File: src/include/accel_config.svh
`ifndef ACCEL_CONFIG_SVH
`define ACCEL_CONFIG_SVH

////////////////////////////////////////////////////////////
// Datapath widths

`define ACCEL_DATA_W        32
`define ACCEL_ADDR_W        16
`define ACCEL_PIX_W         8
`define ACCEL_PSUM_W        20
`define ACCEL_SHIFT_W       4
`define ACCEL_APB_ADDR_W    8

// Pointwise convolution shape
`define ACCEL_NUM_CH        3
`define ACCEL_NUM_KN        4

////////////////////////////////////////////////////////////
// Register byte offsets

`define ACCEL_REG_CTRL      8'h00
`define ACCEL_REG_STATUS    8'h04
`define ACCEL_REG_NUM_PIX   8'h08
`define ACCEL_REG_IN_BASE   8'h0C
`define ACCEL_REG_OUT_BASE  8'h10
`define ACCEL_REG_SHIFT     8'h14
`define ACCEL_REG_WEIGHT_K0 8'h18
`define ACCEL_REG_WEIGHT_K1 8'h1C
`define ACCEL_REG_WEIGHT_K2 8'h20
`define ACCEL_REG_WEIGHT_K3 8'h24

`endif

File: src/logic/accel_pkg.sv
`include "accel_config.svh"

package accel_pkg;

    ////////////////////////////////////////////////////////////
    // Datapath types

    // Channel 0 sits in the lowest byte
    typedef logic [`ACCEL_NUM_CH-1:0][`ACCEL_PIX_W-1:0] pixel_t;

    typedef logic signed [`ACCEL_PIX_W-1:0] weight_t;

    // One weight per channel, channel 0 lowest
    typedef weight_t [`ACCEL_NUM_CH-1:0] kernel_t;

    typedef logic signed [`ACCEL_PSUM_W-1:0] psum_t;

    typedef logic [`ACCEL_PIX_W-1:0] result_t;

    typedef logic [`ACCEL_ADDR_W-1:0] mem_addr_t;

    ////////////////////////////////////////////////////////////
    // Control

    typedef enum logic {
        FETCH_IDLE,
        FETCH_RUN
    } fetch_state_e;

endpackage

File: src/logic/regmap_pkg.sv
`include "accel_config.svh"

package regmap_pkg;

    // Byte offsets on the APB side
    typedef enum logic [`ACCEL_APB_ADDR_W-1:0] {
        REG_CTRL      = `ACCEL_REG_CTRL,
        REG_STATUS    = `ACCEL_REG_STATUS,
        REG_NUM_PIX   = `ACCEL_REG_NUM_PIX,
        REG_IN_BASE   = `ACCEL_REG_IN_BASE,
        REG_OUT_BASE  = `ACCEL_REG_OUT_BASE,
        REG_SHIFT     = `ACCEL_REG_SHIFT,
        REG_WEIGHT_K0 = `ACCEL_REG_WEIGHT_K0,
        REG_WEIGHT_K1 = `ACCEL_REG_WEIGHT_K1,
        REG_WEIGHT_K2 = `ACCEL_REG_WEIGHT_K2,
        REG_WEIGHT_K3 = `ACCEL_REG_WEIGHT_K3
    } reg_addr_e;

    // CTRL is write-only
    localparam int CTRL_START_BIT  = 0;

    // STATUS is read-only
    localparam int STATUS_BUSY_BIT = 0;
    localparam int STATUS_DONE_BIT = 1;

endpackage

File: src/logic/config_regfile.sv
`timescale 1ns/1ps
`include "accel_config.svh"

module config_regfile import accel_pkg::*, regmap_pkg::*; (
    input  logic                         clk,
    input  logic                         i_arst_n,

    input  logic                         i_psel,
    input  logic                         i_penable,
    input  logic                         i_pwrite,
    input  logic [`ACCEL_APB_ADDR_W-1:0] i_paddr,
    input  logic [`ACCEL_DATA_W-1:0]     i_pwdata,
    output logic [`ACCEL_DATA_W-1:0]     o_prdata,
    output logic                         o_pready,
    output logic                         o_pslverr,

    input  logic                         i_done,
    output logic                         o_start,
    output logic [`ACCEL_DATA_W-1:0]     o_num_pix,
    output mem_addr_t                    o_in_base,
    output mem_addr_t                    o_out_base,
    output logic [`ACCEL_SHIFT_W-1:0]    o_shift,
    output kernel_t                      o_weights [`ACCEL_NUM_KN]
);

    logic access;
    logic addr_ok;
    logic wr_en;
    logic cfg_wr;
    logic start_req;
    logic busy_q;
    logic done_q;

    // Zero wait states, every transfer ends in its access phase
    assign access    = i_psel && i_penable;
    assign wr_en     = access && i_pwrite && addr_ok;
    assign cfg_wr    = wr_en && !busy_q;
    assign start_req = cfg_wr && (i_paddr == REG_CTRL) && i_pwdata[CTRL_START_BIT];

    assign o_pready  = 1'b1;
    assign o_pslverr = access && !addr_ok;

    ////////////////////////////////////////////////////////////
    // Address decode and read mux

    always_comb begin
        addr_ok  = 1'b1;
        o_prdata = '0;
        case (i_paddr)
            // Start reads back as zero
            REG_CTRL:      o_prdata = '0;
            REG_STATUS: begin
                o_prdata[STATUS_BUSY_BIT] = busy_q;
                o_prdata[STATUS_DONE_BIT] = done_q;
            end
            REG_NUM_PIX:   o_prdata = o_num_pix;
            REG_IN_BASE:   o_prdata = `ACCEL_DATA_W'(o_in_base);
            REG_OUT_BASE:  o_prdata = `ACCEL_DATA_W'(o_out_base);
            REG_SHIFT:     o_prdata = `ACCEL_DATA_W'(o_shift);
            REG_WEIGHT_K0: o_prdata = `ACCEL_DATA_W'(o_weights[0]);
            REG_WEIGHT_K1: o_prdata = `ACCEL_DATA_W'(o_weights[1]);
            REG_WEIGHT_K2: o_prdata = `ACCEL_DATA_W'(o_weights[2]);
            REG_WEIGHT_K3: o_prdata = `ACCEL_DATA_W'(o_weights[3]);
            default:       addr_ok  = 1'b0;
        endcase
    end

    ////////////////////////////////////////////////////////////
    // Configuration registers, frozen while busy

    always_ff @(posedge clk or negedge i_arst_n) begin
        if (!i_arst_n) begin
            o_num_pix  <= '0;
            o_in_base  <= '0;
            o_out_base <= '0;
            o_shift    <= '0;
            for (int k = 0; k < `ACCEL_NUM_KN; k++) begin
                o_weights[k] <= '0;
            end
        end else if (cfg_wr) begin
            case (i_paddr)
                REG_NUM_PIX:   o_num_pix    <= i_pwdata;
                REG_IN_BASE:   o_in_base    <= i_pwdata[`ACCEL_ADDR_W-1:0];
                REG_OUT_BASE:  o_out_base   <= i_pwdata[`ACCEL_ADDR_W-1:0];
                REG_SHIFT:     o_shift      <= i_pwdata[`ACCEL_SHIFT_W-1:0];
                REG_WEIGHT_K0: o_weights[0] <= i_pwdata[$bits(kernel_t)-1:0];
                REG_WEIGHT_K1: o_weights[1] <= i_pwdata[$bits(kernel_t)-1:0];
                REG_WEIGHT_K2: o_weights[2] <= i_pwdata[$bits(kernel_t)-1:0];
                REG_WEIGHT_K3: o_weights[3] <= i_pwdata[$bits(kernel_t)-1:0];
                default: ;
            endcase
        end
    end

    // Busy from start until the last output write
    always_ff @(posedge clk or negedge i_arst_n) begin
        if (!i_arst_n) begin
            o_start <= 1'b0;
            busy_q  <= 1'b0;
            done_q  <= 1'b0;
        end else begin
            o_start <= start_req;
            if (start_req) begin
                busy_q <= 1'b1;
                done_q <= 1'b0;
            end else if (i_done) begin
                busy_q <= 1'b0;
                done_q <= 1'b1;
            end
        end
    end

endmodule

File: src/logic/pixel_fetch.sv
`timescale 1ns/1ps
`include "accel_config.svh"

module pixel_fetch import accel_pkg::*; (
    input  logic                     clk,
    input  logic                     i_arst_n,
    input  logic                     i_start,
    input  logic                     i_stall,
    input  logic [`ACCEL_DATA_W-1:0] i_num_pix,
    input  mem_addr_t                i_in_base,
    output mem_addr_t                o_in_addr,
    output logic                     o_in_rden,
    output logic                     o_word_vld
);

    fetch_state_e             state_q;
    logic [`ACCEL_DATA_W-1:0] words_left_q;
    logic                     issue;

    // One read per cycle unless unpack is full
    assign issue     = (state_q == FETCH_RUN) && !i_stall;
    assign o_in_rden = issue;

    always_ff @(posedge clk or negedge i_arst_n) begin
        if (!i_arst_n) begin
            state_q      <= FETCH_IDLE;
            words_left_q <= '0;
            o_in_addr    <= '0;
            o_word_vld   <= 1'b0;
        end else begin
            // Read data shows up one cycle after the enable
            o_word_vld <= issue;
            case (state_q)
                FETCH_IDLE: begin
                    if (i_start) begin
                        // Four pixels pack into three words
                        words_left_q <= (i_num_pix >> 2) * `ACCEL_NUM_CH;
                        o_in_addr    <= i_in_base;
                        state_q      <= FETCH_RUN;
                    end
                end
                FETCH_RUN: begin
                    if (issue) begin
                        o_in_addr    <= o_in_addr + 1'b1;
                        words_left_q <= words_left_q - 1'b1;
                        if (words_left_q == 1) begin
                            state_q <= FETCH_IDLE;
                        end
                    end
                end
                default: state_q <= FETCH_IDLE;
            endcase
        end
    end

endmodule

File: src/logic/pixel_unpack.sv
`timescale 1ns/1ps
`include "accel_config.svh"

module pixel_unpack import accel_pkg::*; (
    input  logic                     clk,
    input  logic                     i_arst_n,
    input  logic [`ACCEL_DATA_W-1:0] i_word,
    input  logic                     i_word_vld,
    output logic                     o_stall,
    output pixel_t                   o_pix,
    output logic                     o_pix_vld
);

    localparam int WORD_BYTES = `ACCEL_DATA_W / 8;
    localparam int PIX_BYTES  = `ACCEL_NUM_CH;
    localparam int BUF_BYTES  = 3 * WORD_BYTES;
    localparam int BUF_W      = BUF_BYTES * 8;
    localparam int CNT_W      = $clog2(BUF_BYTES + 1);

    // Stall threshold leaves room for the word in flight plus one more
    localparam int STALL_LVL  = BUF_BYTES - 2 * WORD_BYTES;

    logic [BUF_W-1:0] bytes_q;
    logic [BUF_W-1:0] bytes_d;
    logic [CNT_W-1:0] cnt_q;
    logic [CNT_W-1:0] cnt_keep;
    logic [CNT_W-1:0] cnt_d;

    assign o_pix_vld = (cnt_q >= CNT_W'(PIX_BYTES));
    assign o_pix     = bytes_q[$bits(pixel_t)-1:0];
    assign o_stall   = (cnt_q > CNT_W'(STALL_LVL));

    ////////////////////////////////////////////////////////////
    // Pop one pixel, then append the new word above what is left

    always_comb begin
        bytes_d  = o_pix_vld ? (bytes_q >> $bits(pixel_t)) : bytes_q;
        cnt_keep = o_pix_vld ? (cnt_q - CNT_W'(PIX_BYTES)) : cnt_q;
        cnt_d    = cnt_keep;
        if (i_word_vld) begin
            for (int i = 0; i < WORD_BYTES; i++) begin
                bytes_d[(cnt_keep + i) * 8 +: 8] = i_word[i * 8 +: 8];
            end
            cnt_d = cnt_keep + CNT_W'(WORD_BYTES);
        end
    end

    always_ff @(posedge clk or negedge i_arst_n) begin
        if (!i_arst_n) begin
            cnt_q <= '0;
        end else begin
            cnt_q <= cnt_d;
        end
    end

    // Bytes above the fill count are don't care
    always_ff @(posedge clk) begin
        bytes_q <= bytes_d;
    end

endmodule

File: src/logic/kc_mac.sv
`timescale 1ns/1ps
`include "accel_config.svh"

module kc_mac import accel_pkg::*; (
    input  logic    clk,
    input  logic    i_arst_n,
    input  pixel_t  i_pix,
    input  logic    i_pix_vld,
    input  kernel_t i_weights [`ACCEL_NUM_KN],
    output psum_t   o_psum [`ACCEL_NUM_KN],
    output logic    o_psum_vld
);

    // Unsigned byte times signed byte
    localparam int PROD_W = 2 * `ACCEL_PIX_W + 1;

    typedef logic signed [PROD_W-1:0] prod_t;

    prod_t prod_q [`ACCEL_NUM_KN][`ACCEL_NUM_CH];
    psum_t sum_d  [`ACCEL_NUM_KN];
    logic  prod_vld_q;

    ////////////////////////////////////////////////////////////
    // Stage one, kernel by channel products

    always_ff @(posedge clk) begin
        if (i_pix_vld) begin
            for (int k = 0; k < `ACCEL_NUM_KN; k++) begin
                for (int c = 0; c < `ACCEL_NUM_CH; c++) begin
                    prod_q[k][c] <= $signed({1'b0, i_pix[c]}) * i_weights[k][c];
                end
            end
        end
    end

    ////////////////////////////////////////////////////////////
    // Stage two, sum over channels

    always_comb begin
        for (int k = 0; k < `ACCEL_NUM_KN; k++) begin
            sum_d[k] = '0;
            for (int c = 0; c < `ACCEL_NUM_CH; c++) begin
                sum_d[k] = sum_d[k] + psum_t'(prod_q[k][c]);
            end
        end
    end

    always_ff @(posedge clk) begin
        if (prod_vld_q) begin
            o_psum <= sum_d;
        end
    end

    always_ff @(posedge clk or negedge i_arst_n) begin
        if (!i_arst_n) begin
            prod_vld_q <= 1'b0;
            o_psum_vld <= 1'b0;
        end else begin
            prod_vld_q <= i_pix_vld;
            o_psum_vld <= prod_vld_q;
        end
    end

endmodule

File: src/logic/output_writer.sv
`timescale 1ns/1ps
`include "accel_config.svh"

module output_writer import accel_pkg::*; (
    input  logic                      clk,
    input  logic                      i_arst_n,
    input  psum_t                     i_psum [`ACCEL_NUM_KN],
    input  logic                      i_psum_vld,
    input  logic [`ACCEL_DATA_W-1:0]  i_num_pix,
    input  mem_addr_t                 i_out_base,
    input  logic [`ACCEL_SHIFT_W-1:0] i_shift,
    output mem_addr_t                 o_out_addr,
    output logic [`ACCEL_DATA_W-1:0]  o_out_wdata,
    output logic                      o_out_wren,
    output logic                      o_done
);

    localparam psum_t RES_MAX = psum_t'(2 ** `ACCEL_PIX_W - 1);

    logic [`ACCEL_DATA_W-1:0] word_cnt_q;
    logic [`ACCEL_DATA_W-1:0] wdata_d;
    logic                     last;

    // ReLU, arithmetic shift, saturate to one byte
    function automatic result_t quantize(psum_t sum, logic [`ACCEL_SHIFT_W-1:0] shamt);
        psum_t shifted;
        shifted = sum >>> shamt;
        if (sum < 0) begin
            return '0;
        end
        if (shifted > RES_MAX) begin
            return '1;
        end
        return result_t'(shifted);
    endfunction

    always_comb begin
        for (int k = 0; k < `ACCEL_NUM_KN; k++) begin
            wdata_d[k * `ACCEL_PIX_W +: `ACCEL_PIX_W] = quantize(i_psum[k], i_shift);
        end
    end

    assign last = (word_cnt_q == i_num_pix - 1'b1);

    always_ff @(posedge clk or negedge i_arst_n) begin
        if (!i_arst_n) begin
            o_out_wren <= 1'b0;
            o_done     <= 1'b0;
            word_cnt_q <= '0;
        end else begin
            o_out_wren <= i_psum_vld;
            o_done     <= i_psum_vld && last;
            if (i_psum_vld) begin
                word_cnt_q <= last ? '0 : word_cnt_q + 1'b1;
            end
        end
    end

    always_ff @(posedge clk) begin
        if (i_psum_vld) begin
            o_out_wdata <= wdata_d;
            o_out_addr  <= i_out_base + word_cnt_q[`ACCEL_ADDR_W-1:0];
        end
    end

endmodule

File: src/logic/dnn_accel_top.sv
`timescale 1ns/1ps
`include "accel_config.svh"

module dnn_accel_top import accel_pkg::*; (
    input  logic                         clk,
    input  logic                         i_arst_n,

    // APB host port
    input  logic                         i_psel,
    input  logic                         i_penable,
    input  logic                         i_pwrite,
    input  logic [`ACCEL_APB_ADDR_W-1:0] i_paddr,
    input  logic [`ACCEL_DATA_W-1:0]     i_pwdata,
    output logic [`ACCEL_DATA_W-1:0]     o_prdata,
    output logic                         o_pready,
    output logic                         o_pslverr,

    // Input memory, one cycle read latency
    output mem_addr_t                    o_in_addr,
    output logic                         o_in_rden,
    input  logic [`ACCEL_DATA_W-1:0]     i_in_rdata,

    // Output memory
    output mem_addr_t                    o_out_addr,
    output logic [`ACCEL_DATA_W-1:0]     o_out_wdata,
    output logic                         o_out_wren
);

    ////////////////////////////////////////////////////////////
    // Configuration

    logic                         start_pulse;
    logic                         done_pulse;
    logic [`ACCEL_DATA_W-1:0]     num_pix;
    mem_addr_t                    in_base;
    mem_addr_t                    out_base;
    logic [`ACCEL_SHIFT_W-1:0]    shift;
    kernel_t                      weights [`ACCEL_NUM_KN];

    config_regfile u_regfile (
        .clk        (clk),
        .i_arst_n   (i_arst_n),
        .i_psel     (i_psel),
        .i_penable  (i_penable),
        .i_pwrite   (i_pwrite),
        .i_paddr    (i_paddr),
        .i_pwdata   (i_pwdata),
        .o_prdata   (o_prdata),
        .o_pready   (o_pready),
        .o_pslverr  (o_pslverr),
        .i_done     (done_pulse),
        .o_start    (start_pulse),
        .o_num_pix  (num_pix),
        .o_in_base  (in_base),
        .o_out_base (out_base),
        .o_shift    (shift),
        .o_weights  (weights)
    );

    ////////////////////////////////////////////////////////////
    // Pipeline stages

    logic                         word_vld;
    logic                         stall;
    pixel_t                       pix;
    logic                         pix_vld;
    psum_t                        psum [`ACCEL_NUM_KN];
    logic                         psum_vld;

    pixel_fetch u_fetch (
        .clk        (clk),
        .i_arst_n   (i_arst_n),
        .i_start    (start_pulse),
        .i_stall    (stall),
        .i_num_pix  (num_pix),
        .i_in_base  (in_base),
        .o_in_addr  (o_in_addr),
        .o_in_rden  (o_in_rden),
        .o_word_vld (word_vld)
    );

    // Read data comes straight from the memory, framed by word_vld
    pixel_unpack u_unpack (
        .clk        (clk),
        .i_arst_n   (i_arst_n),
        .i_word     (i_in_rdata),
        .i_word_vld (word_vld),
        .o_stall    (stall),
        .o_pix      (pix),
        .o_pix_vld  (pix_vld)
    );

    kc_mac u_mac (
        .clk        (clk),
        .i_arst_n   (i_arst_n),
        .i_pix      (pix),
        .i_pix_vld  (pix_vld),
        .i_weights  (weights),
        .o_psum     (psum),
        .o_psum_vld (psum_vld)
    );

    output_writer u_writer (
        .clk         (clk),
        .i_arst_n    (i_arst_n),
        .i_psum      (psum),
        .i_psum_vld  (psum_vld),
        .i_num_pix   (num_pix),
        .i_out_base  (out_base),
        .i_shift     (shift),
        .o_out_addr  (o_out_addr),
        .o_out_wdata (o_out_wdata),
        .o_out_wren  (o_out_wren),
        .o_done      (done_pulse)
    );

endmodule

File: config.mk
export PLATFORM = sky130hd
export DESIGN_NAME = dnn_accel_top
export DESIGN_NICKNAME = d
export VERILOG_FILES = /design/src/logic/accel_pkg.sv /design/src/logic/regmap_pkg.sv /design/src/logic/config_regfile.sv /design/src/logic/pixel_fetch.sv /design/src/logic/pixel_unpack.sv /design/src/logic/kc_mac.sv /design/src/logic/output_writer.sv /design/src/logic/dnn_accel_top.sv
export VERILOG_INCLUDE_DIRS = /design/src /design/src/include
export SDC_FILE = /design/constraint.sdc
export NUM_CORES = 2
export LEC_CHECK = 0
export BUFFER_PORTS_ARGS = -buffer_cell sky130_fd_sc_hd__buf_2
export CORE_MARGIN = 2
export CORE_UTILIZATION = 50
export CTS_CLUSTER_SIZE = 14
export DETAILED_ROUTE_END_ITERATION = 12
export PLACE_DENSITY = 0.64
export SLEW_MARGIN = 30
export SYNTH_ARGS = -nofsm -noshare
export SYNTH_HDL_FRONTEND = slang
export SYNTH_SLANG_ARGS = --single-unit
export TNS_END_PERCENT = 50
File: constraint.sdc
create_clock -name clk -period 16.3 [get_ports clk]
set_input_delay 0.815 -clock clk [delete_from_list [all_inputs] [get_ports clk]]
set_output_delay 0.815 -clock clk [all_outputs]
set_load 0.02 [all_outputs]
==> impl_metrics.sql <==
INSERT INTO impl_metrics (metric_group, metric, value, unit) VALUES
('outcome', 'status', 'finished, final reports clean', ''),
('layout', 'final_design_area_no_fill', '0.0723', 'mm2'),
('placement', 'port_buffers', '175', ''),
('logic_synthesis', 'avgSynthCellArea', '9.52', 'um2'),
('clock_network', 'cts_tree', 'yes', ''),
('logic_synthesis', 'postSynthNetCount', '8300', ''),
('worst_setup_path', 'critPathCaptureType', 'register', ''),
('die', 'start_util', '50.2', '%'),
('logic_synthesis', 'syn_area', '0.0669', 'mm2'),
('layout', 'sequential_cell_area', '0.0182', 'mm2'),
('clock_network', 'cts_repair_resize_count', '0', ''),
('die', 'rows', '134', ''),
('worst_setup_path', 'worst-endpoint-required', '16930', 'ps'),
('worst_setup_path', 'cp-start-kind', 'register', ''),
('timing', 'timing.setup.tns', '0', 'ps'),
('layout', 'n_fill_cell', '12025', ''),
('worst_setup_path', 'path_common_cell', 'ha_1', ''),
('die', 'die_outline_width', '370', 'um'),
('worst_setup_path', 'path_max_fanout', '59', ''),
('logic_synthesis', 'synth.distinct_cells', '103', ''),
('timing', 'final-hold-violation-count', '0', ''),
('die', 'io-pin-count', '177', ''),
('placement', 'place_inst', '8689', ''),
('layout', 'layout-drive-gt1-share', '10.0', '%'),
('route', 'via_per_inst', '5.85', ''),
('global_routing', 'gr_peak_layer', 'met2', ''),
('route', 'drt-total-wl', '202', 'mm'),
('worst_setup_path', 'path_delay_family', 'simple AND/OR/NAND/NOR gates', ''),
('clock_network', 'cts.htree.levels', '3', ''),
('timing', 'tightestPinTransition', '1010', 'ps'),
('flow_run', 'timing.max_cap.violations', '0', ''),
('logic_synthesis', 'synth-edff-count', '328', ''),
('power_and_ir_drop', 'max-vdd-ir-drop', '0.136', 'mV'),
('placement', 'pre_cts_slack', '10500', 'ps'),
('timing', 'achievable-frequency', '166', 'MHz'),
('clock_network', 'clkSlewWorstSetupHoldPaths', '70', 'ps'),
('global_routing', 'antenna_found_initial', '14', ''),
('global_routing', 'grt_max_degree', '156', ''),
('worst_setup_path', 'cp_slowest_stage_delay', '650', 'ps'),
('die', 'coreArea', '0.133', 'mm2'),
('global_routing', 'overflow_left_after_global_routing', '0', ''),
('layout', 'most_frequent_standard_cell_in_the_layout_excluding_fill_and_tap_cells', 'inv_1', ''),
('clock_network', 'clock_tree.buffer_depth', '3', ''),
('layout', 'layoutNonFillerInstCount', '8850', ''),
('power_and_ir_drop', 'report.power.total', '9.04', 'mW'),
('timing', 'final.setup.worst_slack', '10280', 'ps'),
('timing', 'min_period_over_period', '36.9', '%'),
('die', 'die_h', '370', 'um'),
('timing', 'report.final.slew_viol_count', '0', ''),
('global_routing', 'grt.total_usage', '29.7', '%'),
('timing', 'slew_headroom', '32.6', '%'),
('power_and_ir_drop', 'power.leakage', '33.5', 'nW'),
('clock_network', 'cts_made_buffers', '85', ''),
('timing', 'min_period', '6020', 'ps'),
('power_and_ir_drop', 'power_density', '125', 'mW/mm2'),
('placement', 'placedInstanceArea', '0.0692', 'mm2'),
('worst_setup_path', 'setup.worst_path.class', 'register to register', ''),
('global_routing', 'routing_usage_on_met1', '39.1', '%'),
('timing', 'setup_viol', '0', ''),
('logic_synthesis', 'post-synth-top-area-fraction', '15.5', '%'),
('clock_network', 'cts_setup_buffers', '0', ''),
('logic_synthesis', 'yosys_register_bits', '681', ''),
('global_routing', 'grt_pass1_vias', '51148', ''),
('layout', 'area_growth', '8.18', '%'),
('logic_synthesis', 'synthTopCellsByArea', 'fa_1 16%, edfxtp_1 15%, ha_1 13%', ''),
('logic_synthesis', 'synth_top_cell_by_area', 'fa_1', ''),
('global_routing', 'groute.layer.met2.usage', '48.4', '%'),
('logic_synthesis', 'syn_inst', '7019', ''),
('min_path', 'min_path_type', 'primary input to asynchronous set/reset pin', ''),
('timing', 'grt_setup_unrepaired', 'no', ''),
('clock_network', 'clock_sink_count', '681', '');
==> kinds of logic (layout without fill, tap and decap cells) <==
group,count (synthesis),after routing,synth area share (%)
adders and majority gates,1204,1204,28.4
and+or+nand+nor,2004,2004,14.6
AOI/OAI and AO/OA,1265,1265,12.1
other,1,2,0.00561
xor gates and xnor gates,288,288,3.78
muxes,418,418,7.24
buffers and inverters,1158,1220,6.61
DFF,681,681,27.2
==> worst paths after layout <==
path                                          start                  endpoint  slack, ps  depth (start not counted)
setup / recovery                  u_unpack.cnt_q[0]      u_unpack.bytes_q[86]      10280                         16
hold / removal                             i_arst_n   u_fetch.words_left_q[6]        160                          1
setup reg to reg                  u_unpack.cnt_q[0]      u_unpack.bytes_q[86]      10280                         16
hold reg to reg            u_fetch.words_left_q[24]  u_fetch.words_left_q[24]        510                          2
max in group asynchronous                  i_arst_n          u_mac.prod_vld_q      14630                          3
min in group clk                       i_pwdata[29]   u_regfile.o_num_pix[29]        330                          2
==> power breakdown <==
group	internal (mW)	switching, mW
Combinational	1.54	2.77
Clock	1.22	0.828
Sequential	2.33	0.353
Total	5.09	3.95
==> routing by layer <==
layer / wire length (um) / part of all wire (%) / vias up
met1: 84200 / 42 / 25752
met5: 47 / 0.023 / -
li1: - / - / 23841
met4: 10100 / 5.0 / 8
met3: 13000 / 6.4 / 409
met2: 94400 / 47 / 1737
==> cells in the mapped netlist, types with 103 or more instances <==
library cell and instances:
inv_1 806, ha_1 686, nand2_1 624, fa_1 518, and2_1 446, nor2_1 446
a21oi_1 370, edfxtp_1 328, o21ai_0 281, clkbuf_1 258, dfrtp_1 257, xnor2_1 218
mux2_2 214, mux2i_1 173, nand3_1 103
==> state kept, by name (all words and copies together) (netlist names), 4 cells and up <==
| name | count |
|---|---|
| u_unpack.bytes_q | 96 |
| u_regfile.o_in_base | 16 |
| u_regfile.o_weights | 96 |
| u_regfile.o_out_base | 16 |
| u_writer.o_out_wdata | 32 |
| u_fetch.o_in_addr | 16 |
| u_regfile.o_shift | 4 |
| u_regfile.o_num_pix | 32 |
| u_writer.word_cnt_q | 32 |
| u_fetch.words_left_q | 32 |
| u_writer.o_out_addr | 16 |
| u_unpack.cnt_q | 4 |
| u_mac.o_psum | 76 |
| u_mac.prod_q | 204 |
==> final cells by class <==
cell class                      instances  share of cell area [%]
Clock inverter                         51                   0.997
Tap cell                             1768                    3.06
Clock buffer                          108                    3.20
Timing Repair Buffer                  249                    2.04
Antenna cell                            1                 0.00346
Multi-Input combinational cell       5180                    61.3
Sequential cell                       681                    25.2
Inverter                              812                    4.22
==> per-stage QoR <==
step | hold WS, ps | utilization [%]
2_1_floorplan | 460 | -
3_3_place_gp | 489 | 52.0
3_5_place_dp | 492 | 52.0
4_1_cts | 151 | 54.3
5_1_grt | 195 | 54.3
6_report | 160 | 54.3
Power figures use the tool's default switching activity.
